[src/include/i2s_deci_rx_defines.svh]
// I2S decimation receive sizes
`ifndef I2S_DECI_RX_DEFINES_SVH
`define I2S_DECI_RX_DEFINES_SVH

// ------------------------------------------------------------
// sample path
// ------------------------------------------------------------

// audio sample width, before and after decimation
`define I2S_DECI_RX_SAMPLE_W 16

// pre-decimation buffer address width, 512 words
`define I2S_DECI_RX_RAM_AW 9

// ------------------------------------------------------------
// decimated sample FIFO
// ------------------------------------------------------------

// pointer width and matching depth
`define I2S_DECI_RX_FIFO_AW 9
`define I2S_DECI_RX_FIFO_DEPTH 512

// one extra bit so a full FIFO reads 512
`define I2S_DECI_RX_LEVEL_W 10

`endif
[src/source/i2s_deci_rx_pkg.sv]
// I2S decimation receive types
`default_nettype none

`include "i2s_deci_rx_defines.svh"

package i2s_deci_rx_pkg;

    // ------------------------------------------------------------
    // shared data types
    // ------------------------------------------------------------

    // one audio sample, raw or decimated
    typedef logic [`I2S_DECI_RX_SAMPLE_W-1:0] sample_t;

    // word address into the pre-decimation buffer
    typedef logic [`I2S_DECI_RX_RAM_AW-1:0] ram_addr_t;

    // words held in the decimated FIFO, 0 to 512
    typedef logic [`I2S_DECI_RX_LEVEL_W-1:0] fifo_level_t;

endpackage

`default_nettype wire

[src/source/predeci_sample_writer.sv]
// Pre-decimation sample writer
`timescale 1ns/1ps
`default_nettype none

module predeci_sample_writer
(
    // fabric clock and async reset
    input  wire logic                       WBs_CLK_i,
    input  wire logic                       WBs_RST_i,

    // mono sample and its one-cycle strobe
    input  wire i2s_deci_rx_pkg::sample_t   sample_i,
    input  wire logic                       sample_wr_i,

    // host clear controls
    input  wire logic                       host_clear_mode_i,
    input  wire logic                       host_clear_wen_i,
    input  wire i2s_deci_rx_pkg::ram_addr_t host_clear_addr_i,

    // single RAM write port
    output i2s_deci_rx_pkg::ram_addr_t      ram_waddr_o,
    output i2s_deci_rx_pkg::sample_t        ram_wdata_o,
    output logic                            ram_wen_o,

    // auto-increment counter value
    output i2s_deci_rx_pkg::ram_addr_t      wr_addr_o
);

    // ------------------------------------------------------------
    // sample side registers
    // ------------------------------------------------------------

    // counter starts at 511 so first sample goes to 0
    i2s_deci_rx_pkg::ram_addr_t wr_addr_q;
    logic                       wr_en_q;
    // sample held for the write cycle after the strobe
    i2s_deci_rx_pkg::sample_t   wr_data_q;

    always_ff @(posedge WBs_CLK_i or posedge WBs_RST_i)
    begin
        if (WBs_RST_i)
        begin
            wr_addr_q <= '1;
            wr_en_q   <= 1'b0;
        end
        else
        begin
            // wraps 511 -> 0 by width
            if (sample_wr_i)
            begin
                wr_addr_q <= wr_addr_q + 1'b1;
            end
            // exactly one cycle per strobe
            wr_en_q <= sample_wr_i;
        end
    end

    // payload only, captured with the strobe
    always_ff @(posedge WBs_CLK_i)
    begin
        if (sample_wr_i)
        begin
            wr_data_q <= sample_i;
        end
    end

    // ------------------------------------------------------------
    // write port mux
    // ------------------------------------------------------------

    // host clear owns the port and writes zeros
    assign ram_waddr_o = host_clear_mode_i ? host_clear_addr_i : wr_addr_q;
    assign ram_wdata_o = host_clear_mode_i ? '0 : wr_data_q;
    // strobes in clear mode move the counter only
    assign ram_wen_o   = host_clear_mode_i ? host_clear_wen_i : wr_en_q;

    assign wr_addr_o   = wr_addr_q;

endmodule

`default_nettype wire

[config.mk]
export PLATFORM = sky130hd
export DESIGN_NAME = predeci_sample_writer
export DESIGN_NICKNAME = d
export VERILOG_FILES = /design/src/source/i2s_deci_rx_pkg.sv /design/src/source/predeci_sample_writer.sv
export VERILOG_INCLUDE_DIRS = /design/src /design/src/include
export SDC_FILE = /design/constraint.sdc
export NUM_CORES = 1
export LEC_CHECK = 0
export ABC_AREA = 1
export ABC_CLOCK_PERIOD_IN_PS = 1100
export BUFFER_PORTS_ARGS = -buffer_cell sky130_fd_sc_hd__buf_2
export CAP_MARGIN = 40
export CORE_MARGIN = 10
export CORE_UTILIZATION = 40
export DETAILED_ROUTE_END_ITERATION = 12
export GPL_ROUTABILITY_DRIVEN = 0
export PLACE_DENSITY_LB_ADDON = 0.25
export SLEW_MARGIN = 10
export SYNTH_ARGS = -nofsm -noshare
export SYNTH_HDL_FRONTEND = slang
export SYNTH_SLANG_ARGS = --single-unit
[constraint.sdc]
create_clock -name WBs_CLK_i -period 1.1 [get_ports WBs_CLK_i]
set_clock_uncertainty 0.1 [all_clocks]
set_input_delay 0.11 -clock WBs_CLK_i [delete_from_list [all_inputs] [get_ports WBs_CLK_i]]
set_output_delay 0.11 -clock WBs_CLK_i [all_outputs]
set_load 0.05 [all_outputs]
==> results.yml, run 1 <==
floorplan:
  pin_count: 65
  chipHeight_um: 75.4
  initial_utilization: 0.409
  row_count: 20
  floorplan.die.width_um: 75.4
  core_um2: 3000
  dieArea_um2: 5690
timing:
  tns_ns: -11.19
  slew_headroom: 0.721
  final-max-slew-violation-count: 0
  setup_violations: 43
  max_freq_mhz: 633
  worstMarginPinSlew_ns: 0.419
  final.period_utilization: 1.44
  final.setup.worst_slack_ns: -0.480
  layout_min_cycle_time_ns: 1.58
  grt_setup_unrepaired: "true"
  hold_ws_ns: 0.0289
  final_hold_viol_count: 0
logic_synthesis:
  yosys.area_share.simple: 0.185
  synth_sequential_area_ratio: 0.604
  synthesized_instance_count: 132
  synth_mux_area_frac: 0.0183
  yosys_warnings: 0
  synth_top_family_by_area: "simple AND/OR/NAND/NOR gates"
  synth_xor_area_frac: 0.0285
  synth.cell_area_um2: 1230
  post_synth_fa_ha_maj_area_fraction: 0.0102
  synth.lib_cells_used.distinct: 16
  yosys_register_bits: 26
  synth_nets: 163
  synthesis.area_per_instance_um2: 9.31
  synth_compound_area_frac: 0.0367
clock_network:
  clk_latency_ns: 0.34
  clk_path_buf_depth: 2
  number_of_levels_the_h_tree_was_split_into: 1
  clock_sink_total: 26
  clk_root_buffer_cell: "sky130_fd_sc_hd__clkbuf_4"
  cts.reportedPaths.clkPinSlew_ns: 0.15
  cts_made_buffers: 3
  cts_tree: "yes"
run_status:
  violations_in_the_final_reports: "setup timing"
  status: "complete, but fails checks"
cells_and_area:
  layout-area-overhead-vs-synth_pct: 114
  postLayoutCellArea_um2: 2630
  num-nets-final: 277
  n_antenna_cell: 0
  layout-drive-gt1-share: 0.657
  fillCellCount: 131
grt:
  track_usage: 0.155
  overflow: 0
  first_global_vias: 1327
  global_route_wire_length_before_repair_um: 6540
  grt_antenna_before_repair: 0
  grt_start_max_net_pins: 21
critical_path:
  worstSetupStartpoint: "wr_addr_o[0]$_DFFE_PP1P_"
  critical_path_source_type: "flop"
  worst-path-stages: 3
  timing.reg2reg.worst_path_depth: 8
  cpPeakStageDelay_ns: 0.66
  criticalPathCategory: "reg -> out"
  timing.critical_path.cells: "inv_2, o21ai_4, buf_8"
  endpoint: "ram_waddr_o[0]"
  slowest_stage_cell_on_the_critical_path: "sky130_fd_sc_hd__dfstp_4"
  crit_path_end_kind: "output pin"
  required_ns: 0.89
  timing.critical_path.max_delay_family: "flip-flops"
  rr_startpoint: "wr_addr_o[1]$_DFFE_PP1P_"
  r2r_slack_ns: -0.38
  critical_path.n_buffers_inverters: 2
  worst_endpoint_data_arrival_time_ns: 1.37
  critPathMaxFanout: 3
  worstReg2RegEnd: "wr_addr_o[8]$_DFFE_PP1P_"
pwr:
  power_density_nw_per_um2: 2450
  static-leakage-power_nw: 1.25
  irDropWorstVdd_v: 0.00230
  power.total_mw: 6.43
detailed_routing:
  final_routed_wire_length_divided_by_cell_count_um: 17.0
  vias_per_cell: 4.69
  routed_wirelength_um: 4740
  ant_nets: 0
  first_pass_iters: 6
  total_number_of_vias: 1304
  detail_route.drc_violations: 0
  drt_first_iter_violations: 62
placement:
  pre_cts_ws_ns: -0.230
  dp.final_hpwl_um: 2800
  io_buffers: 64
  dpl_cell_area_um2: 1930
min_path:
  holdCritPathClass: "in -> reg"
  timing.hold.worst_path_depth: 2
job:
  cap_violations: 0
[report_power, final]
group | switching, mW | total [mW] | internal [mW]
clock | 0.316 | 0.685 | 0.369
combinational | 2.26 | 4.09 | 1.83
sequential | 0.229 | 1.66 | 1.43
total | 2.80 | 6.43 | 3.63
[worst min-delay path by stage]
stage / to / start / slack [ns]
3_3_place_gp: wr_en_q$_DFF_PP0_ / WBs_RST_i / 0.001
5_1_grt: wr_en_q$_DFF_PP0_ / sample_wr_i / 0.03
3_5_place_dp: wr_en_q$_DFF_PP0_ / WBs_RST_i / 0.003
4_1_cts: wr_en_q$_DFF_PP0_ / sample_wr_i / 0.04
6_report: wr_en_q$_DFF_PP0_ / sample_wr_i / 0.03
2_1_floorplan: wr_en_q$_DFF_PP0_ / WBs_RST_i / -0.16
[final cells by class]
cell class,count,area [um^2],area share
timing repair buffer,113,1080,0.412
inverter,33,131,0.0500
tap,33,41.3,0.0157
clock buffer,3,22.5,0.00857
clock inverter,1,30.0,0.0114
sequential,26,757,0.288
multi-input combinational,69,564,0.215
[per-layer routing]
layer / wire (um) / GRT usage
met5: 0 / 0
met4: 74 / 0.0495
met3: 296 / 0.0404
met2: 2740 / 0.314
met1: 1630 / 0.145
[timing repair]
action / CTS / global route
endpoints found under the setup margin: 44 / 44
setup buffers: 10 / 7
pin swaps: 11 / 2
resized for setup: 89 / 23
endpoints found under the hold margin: 26 / 0
hold buffers: 17 / 0
[sequential cells by signal (all words and copies together) (netlist names)]
signal and cells:
wr_addr_o 9, wr_en_q 1, wr_data_q 16
[logic make-up (layout without fill, tap and decap cells)]
logic type / after synthesis / in the layout
compound gates: 9 / 9
xor+xnor: 4 / 4
fa+ha+maj: 1 / 1
buf+inv: 37 / 150
flops: 26 / 26
mux: 2 / 2
simple gates: 53 / 53
[cells in the final DEF (no fill, tap or decap), types with 5 or more instances in the layout]
cell type	netlist	layout
sky130_fd_sc_hd__buf_8	0	13
sky130_fd_sc_hd__inv_2	1	13
sky130_fd_sc_hd__buf_6	0	31
sky130_fd_sc_hd__nor2_2	0	9
sky130_fd_sc_hd__edfxtp_1	16	16
sky130_fd_sc_hd__inv_1	32	17
sky130_fd_sc_hd__nor2_4	2	10
sky130_fd_sc_hd__dfstp_2	9	5
sky130_fd_sc_hd__o21ai_4	0	8
sky130_fd_sc_hd__buf_4	0	19
sky130_fd_sc_hd__buf_2	4	29
sky130_fd_sc_hd__dlygate4sd3_1	0	17
sky130_fd_sc_hd__nand2_1	27	24
[cells in the mapped netlist]
library cell / n / area (um^2)
sky130_fd_sc_hd__inv_1: 32 / 120
sky130_fd_sc_hd__nand2_1: 27 / 101
sky130_fd_sc_hd__nor2_1: 18 / 67.6
sky130_fd_sc_hd__edfxtp_1: 16 / 480
sky130_fd_sc_hd__dfstp_2: 9 / 236
sky130_fd_sc_hd__o21ai_0: 9 / 45.0
sky130_fd_sc_hd__buf_2: 4 / 20.0
sky130_fd_sc_hd__nand3_1: 4 / 20.0
sky130_fd_sc_hd__xor2_1: 4 / 35.0
sky130_fd_sc_hd__mux2_2: 2 / 22.5
sky130_fd_sc_hd__nor2_4: 2 / 22.5
sky130_fd_sc_hd__dfrtp_1: 1 / 25.0
sky130_fd_sc_hd__ha_1: 1 / 12.5
sky130_fd_sc_hd__inv_2: 1 / 3.75
sky130_fd_sc_hd__nand3_2: 1 / 10.0
sky130_fd_sc_hd__nand4_1: 1 / 6.26
[worst register-to-register path: cells and delay by family, from the launching register on]
kind / cells / cell delay (ns)
adder cells (fa/ha/maj): 1 / 0.14
buffers and inverters: 3 / 0.26
AND/OR/NAND/NOR: 4 / 0.26
flip-flops: 1 / 0.67
[per-stage QoR]
step,utilization,cells
6_report,0.875,278
5_1_grt,0.875,278
4_1_cts,0.830,271
3_5_place_dp,0.644,240
3_3_place_gp,0.644,240
2_1_floorplan,-,132
Power figures use the tool's default switching activity.
==> run 2: changes to the inputs <==
--- a/config.mk
+++ b/config.mk
@@ -15,6 +15,7 @@
 export DETAILED_ROUTE_END_ITERATION = 12
 export GPL_ROUTABILITY_DRIVEN = 0
 export PLACE_DENSITY_LB_ADDON = 0.25
+export SKIP_CTS_REPAIR_TIMING = 1
 export SLEW_MARGIN = 10
 export SYNTH_ARGS = -nofsm -noshare
 export SYNTH_HDL_FRONTEND = slang
==> results.yml, run 2 (synthesis results as in run 1) <==
run_status:
  status: "complete, but fails checks"
  violations_in_the_final_reports: "setup timing"
clock_network:
  cts_made_buffers: 3
  number_of_levels_the_h_tree_was_split_into: 1
  clock_sink_total: 26
  clk_path_buf_depth: 2
  clk_root_buffer_cell: "sky130_fd_sc_hd__clkbuf_4"
  cts.reportedPaths.clkPinSlew_ns: 0.16
  cts_tree: "yes"
  clk_latency_ns: 0.34
floorplan:
  dieArea_um2: 5690
  floorplan.die.width_um: 75.4
  row_count: 20
  initial_utilization: 0.409
  pin_count: 65
  core_um2: 3000
  chipHeight_um: 75.4
critical_path:
  timing.critical_path.cells: "inv_4, o21ai_4, buf_6"
  slowest_stage_cell_on_the_critical_path: "sky130_fd_sc_hd__dfstp_4"
  criticalPathCategory: "reg -> out"
  required_ns: 0.89
  cpPeakStageDelay_ns: 0.68
  crit_path_end_kind: "output pin"
  worst_endpoint_data_arrival_time_ns: 1.36
  critPathMaxFanout: 4
  critical_path.n_buffers_inverters: 2
  timing.critical_path.max_delay_family: "flip-flops"
  critical_path_source_type: "flop"
grt:
  grt_antenna_before_repair: 0
  overflow: 0
  global_route_wire_length_before_repair_um: 5160
  grt_start_max_net_pins: 21
  first_global_vias: 1135
  track_usage: 0.119
placement:
  dpl_cell_area_um2: 1930
  dp.final_hpwl_um: 2800
  io_buffers: 64
timing:
  slew_headroom: 0.743
  worstMarginPinSlew_ns: 0.386
  final.period_utilization: 1.43
  grt_setup_unrepaired: "true"
  final.setup.worst_slack_ns: -0.475
  final_hold_viol_count: 0
  max_freq_mhz: 635
  setup_violations: 44
  final-max-slew-violation-count: 0
  tns_ns: -10.77
  layout_min_cycle_time_ns: 1.57
cells_and_area:
  layout-drive-gt1-share: 0.626
  num-nets-final: 270
  postLayoutCellArea_um2: 2510
  layout_commonest_cell: "sky130_fd_sc_hd__buf_6"
  n_antenna_cell: 0
  mostFrequentLayoutCells: "sky130_fd_sc_hd__buf_6 (33), sky130_fd_sc_hd__buf_2 (29), sky130_fd_sc_hd__nand2_1 (26)"
  largest-register: "wr_data_q"
  layout-area-overhead-vs-synth_pct: 104
  flip_flop_count_of_the_largest_register_after_layout: 16
job:
  cap_violations: 0
pwr:
  irDropWorstVdd_v: 0.00234
  static-leakage-power_nw: 1.20
  power_density_nw_per_um2: 2390
  power.total_mw: 5.98
detailed_routing:
  wl_met2_um: 2650
  top_layer: "met4"
  drt_first_iter_violations: 30
  final_routed_wire_length_divided_by_cell_count_um: 16.4
  wirelength_met1_um: 1480
  vias_per_cell: 4.50
  met3_wire_len_um: 255
  total_number_of_vias: 1219
  routed_wirelength_um: 4440
  ant_nets: 0
  detail_route.drc_violations: 0
  first_pass_iters: 4
min_path:
  holdCritPathClass: "in -> reg"
run 2: cell count changes in the layout (fill, tap and decap cells not counted), sizes merged:
cell / previous run / this run
buf: 96 / 89
run 2: path summary, 6_finish.rpt:
check	end	slack, ns	depth (start not counted)	from
setup / recovery	ram_waddr_o[2]	-0.47	3	wr_addr_o[2]$_DFFE_PP1P_
hold reg to reg	wr_addr_o[8]$_DFFE_PP1P_	0.51	3	wr_addr_o[8]$_DFFE_PP1P_
hold / removal	wr_en_q$_DFF_PP0_	0.02	2	sample_wr_i
max in group asynchronous	wr_addr_o[5]$_DFFE_PP1P_	0.42	3	WBs_RST_i
setup reg to reg	wr_addr_o[8]$_DFFE_PP1P_	-0.41	8	wr_addr_o[1]$_DFFE_PP1P_
min in group asynchronous	wr_en_q$_DFF_PP0_	0.15	3	WBs_RST_i
run 2: worst reg2reg max path: stages, from the launching register on:
cell and delay (ns):
sky130_fd_sc_hd__dfstp_4 0.68, sky130_fd_sc_hd__buf_4 0.13, sky130_fd_sc_hd__ha_4 0.13, sky130_fd_sc_hd__nand2_4 0.07, sky130_fd_sc_hd__inv_4 0.08, sky130_fd_sc_hd__nand3_2 0.08, sky130_fd_sc_hd__nand2_1 0.08, sky130_fd_sc_hd__nand2_1 0.05
sky130_fd_sc_hd__inv_1 0.05
run 2: final cells by class:
type	instances	area [um^2]
timing repair buffer	106	992
inverter	33	131
sequential	26	757
tap	33	41.3
clock inverter	1	30.0
fill	165	494
clock buffer	3	22.5
multi-input combinational	69	534
run 2: power by group:
| group | switching (mW) | internal [mW] | total (mW) |
|---|---|---|---|
| Combinational | 2.05 | 1.56 | 3.61 |
| Clock | 0.309 | 0.369 | 0.678 |
| Sequential | 0.262 | 1.43 | 1.69 |
| Total | 2.63 | 3.36 | 5.98 |
run 2: metrics by stage:
stage / hold slack [ns] / worst slack (ns) / util / std cells
detailed placement: 0.00339 / -0.230 / 0.644 / 240
CTS: -0.358 / -0.608 / 0.662 / 244
global route: -0.00552 / -0.523 / 0.835 / 271
floorplan: -0.156 / -0.282 / - / 132
global placement: 0.00150 / -0.207 / 0.644 / 240
finish: 0.0161 / -0.475 / 0.835 / 271
run 2: layer usage:
layer | GRT usage | vias to the layer above
met5 | 0 | -
met4 | 0.0309 | 0
met3 | 0.0313 | 4
met2 | 0.235 | 38
met1 | 0.119 | 567
li1 | - | 610
==> run 3: changes to the inputs <==
--- a/config.mk
+++ b/config.mk
@@ -11,7 +11,8 @@
 export BUFFER_PORTS_ARGS = -buffer_cell sky130_fd_sc_hd__buf_2
 export CAP_MARGIN = 40
 export CORE_MARGIN = 10
-export CORE_UTILIZATION = 40
+export CORE_UTILIZATION = 41
+export CTS_BUF_LIST = sky130_fd_sc_hd__clkbuf_2
 export DETAILED_ROUTE_END_ITERATION = 12
 export GPL_ROUTABILITY_DRIVEN = 0
 export PLACE_DENSITY_LB_ADDON = 0.25
==> results.yml, run 3 (synthesis results as in run 1) <==
floorplan:
  pin_count: 65
  dieArea_um2: 5590
  initial_utilization: 0.438
  floorplan.die.width_um: 74.7
  row_count: 19
  core_um2: 2810
  chipHeight_um: 74.7
cells_and_area:
  layout-drive-gt1-share: 0.644
  n_antenna_cell: 0
  num-nets-final: 271
  instances_no_fill: 270
  layout-area-overhead-vs-synth_pct: 102
  flip_flop_count_of_the_largest_register_after_layout: 16
  mostFrequentLayoutCells: "sky130_fd_sc_hd__buf_2 (29), sky130_fd_sc_hd__buf_6 (29), sky130_fd_sc_hd__nand2_1 (22)"
  largest-register: "wr_data_q"
critical_path:
  criticalPathCategory: "reg -> out"
  timing.reg2reg.worst_path_depth: 6
  worst_endpoint_data_arrival_time_ns: 1.42
  critPathMaxFanout: 4
  required_ns: 0.89
  critical_path.n_buffers_inverters: 2
  cpPeakStageDelay_ns: 0.71
  crit_path_end_kind: "output pin"
  worst-path-stages: 3
  timing.critical_path.max_delay_family: "flip-flops"
  slowest_stage_cell_on_the_critical_path: "sky130_fd_sc_hd__dfstp_4"
  critical_path_source_type: "flop"
  timing.critical_path.cells: "inv_4, o21ai_4, buf_6"
timing:
  final_hold_viol_count: 0
  worstMarginPinSlew_ns: 0.394
  slew_headroom: 0.737
  setup_violations: 44
  layout_min_cycle_time_ns: 1.63
  final-max-slew-violation-count: 0
  tns_ns: -13.06
  max_freq_mhz: 614
  final.period_utilization: 1.48
  grt_setup_unrepaired: "true"
  final.setup.worst_slack_ns: -0.528
detailed_routing:
  vias_per_cell: 4.84
  wirelength_met1_um: 1730
  total_number_of_vias: 1306
  ant_nets: 0
  wl_met2_um: 2780
  detail_route.drc_violations: 0
  final_routed_wire_length_divided_by_cell_count_um: 18.1
  first_pass_iters: 4
  routed_wirelength_um: 4870
  met3_wire_len_um: 255
  drt_first_iter_violations: 52
  top_layer: "met4"
run_status:
  status: "complete, but fails checks"
  violations_in_the_final_reports: "setup timing"
pwr:
  power.total_mw: 5.78
  static-leakage-power_nw: 1.19
  irDropWorstVdd_v: 0.00197
  power_density_nw_per_um2: 2330
clock_network:
  clk_latency_ns: 0.37
  cts_tree: "yes"
  clk_path_buf_depth: 2
  clock_sink_total: 26
  cts_made_buffers: 3
  number_of_levels_the_h_tree_was_split_into: 1
  cts.reportedPaths.clkPinSlew_ns: 0.25
  clk_root_buffer_cell: "sky130_fd_sc_hd__clkbuf_2"
placement:
  dp.final_hpwl_um: 2670
  dp.cells: 238
  io_buffers: 64
grt:
  first_global_vias: 1112
  track_usage: 0.114
  grt_antenna_before_repair: 0
  overflow: 0
  global_route_wire_length_before_repair_um: 4950
  grt_start_max_net_pins: 20
min_path:
  timing.hold.worst_path_depth: 3
  holdCritPathClass: "in -> reg"
job:
  cap_violations: 0
[run 3: layout make-up]
class,instances,area [um^2]
Timing Repair Buffer,107,985
Sequential cell,26,757
Multi-Input combinational cell,69,548
Fill cell,128,324
Inverter,33,134
Tap cell,31,38.8
Clock buffer,3,15.0
Clock inverter,1,3.75
[run 3: worst register-to-register path: stages, from the launching register on]
cell	delay, ns
sky130_fd_sc_hd__dfstp_4	0.71
sky130_fd_sc_hd__buf_6	0.11
sky130_fd_sc_hd__ha_4	0.13
sky130_fd_sc_hd__nand2_4	0.07
sky130_fd_sc_hd__nor2_1	0.11
sky130_fd_sc_hd__nand2_1	0.08
sky130_fd_sc_hd__xor2_1	0.13
[run 3: worst paths after layout]
kind                                           from                  endpoint  slack (ns)
setup / recovery           wr_addr_o[1]$_DFFE_PP1P_            ram_waddr_o[1]       -0.53
hold / removal                          sample_wr_i  wr_addr_o[1]$_DFFE_PP1P_        0.03
setup reg to reg           wr_addr_o[1]$_DFFE_PP1P_  wr_addr_o[4]$_DFFE_PP1P_       -0.37
hold reg to reg            wr_addr_o[4]$_DFFE_PP1P_  wr_addr_o[4]$_DFFE_PP1P_        0.57
max in group asynchronous                 WBs_RST_i  wr_addr_o[5]$_DFFE_PP1P_        0.46
min in group asynchronous                 WBs_RST_i         wr_en_q$_DFF_PP0_        0.11
[run 3: layer usage]
layer / global-route usage / vias up
met2: 0.225 / 48
met3: 0.0329 / 11
met1: 0.113 / 631
li1: - / 616
met4: 0.0315 / 0
met5: 0 / -
[run 3: where the power goes]
part | leakage, nW | total, mW | internal [mW] | switching (mW)
logic | 0.908 | 3.74 | 1.61 | 2.13
clock network | 0.0140 | 0.371 | 0.0789 | 0.292
registers | 0.265 | 1.67 | 1.43 | 0.242
total | 1.19 | 5.78 | 3.12 | 2.66
[run 3: per-stage QoR]
stage                     utilization  hold slack [ns]  cell area [um^2]  setup WS (ns)
final                           0.884           0.0342              2480         -0.528
after global routing            0.884           0.0266              2480         -0.591
after CTS                       0.686           -0.408              1930         -0.645
after detailed placement        0.680          0.00754              1910         -0.215
after global placement          0.680         -0.00404              1910         -0.208
after floorplan                     -           -0.156              1430         -0.282
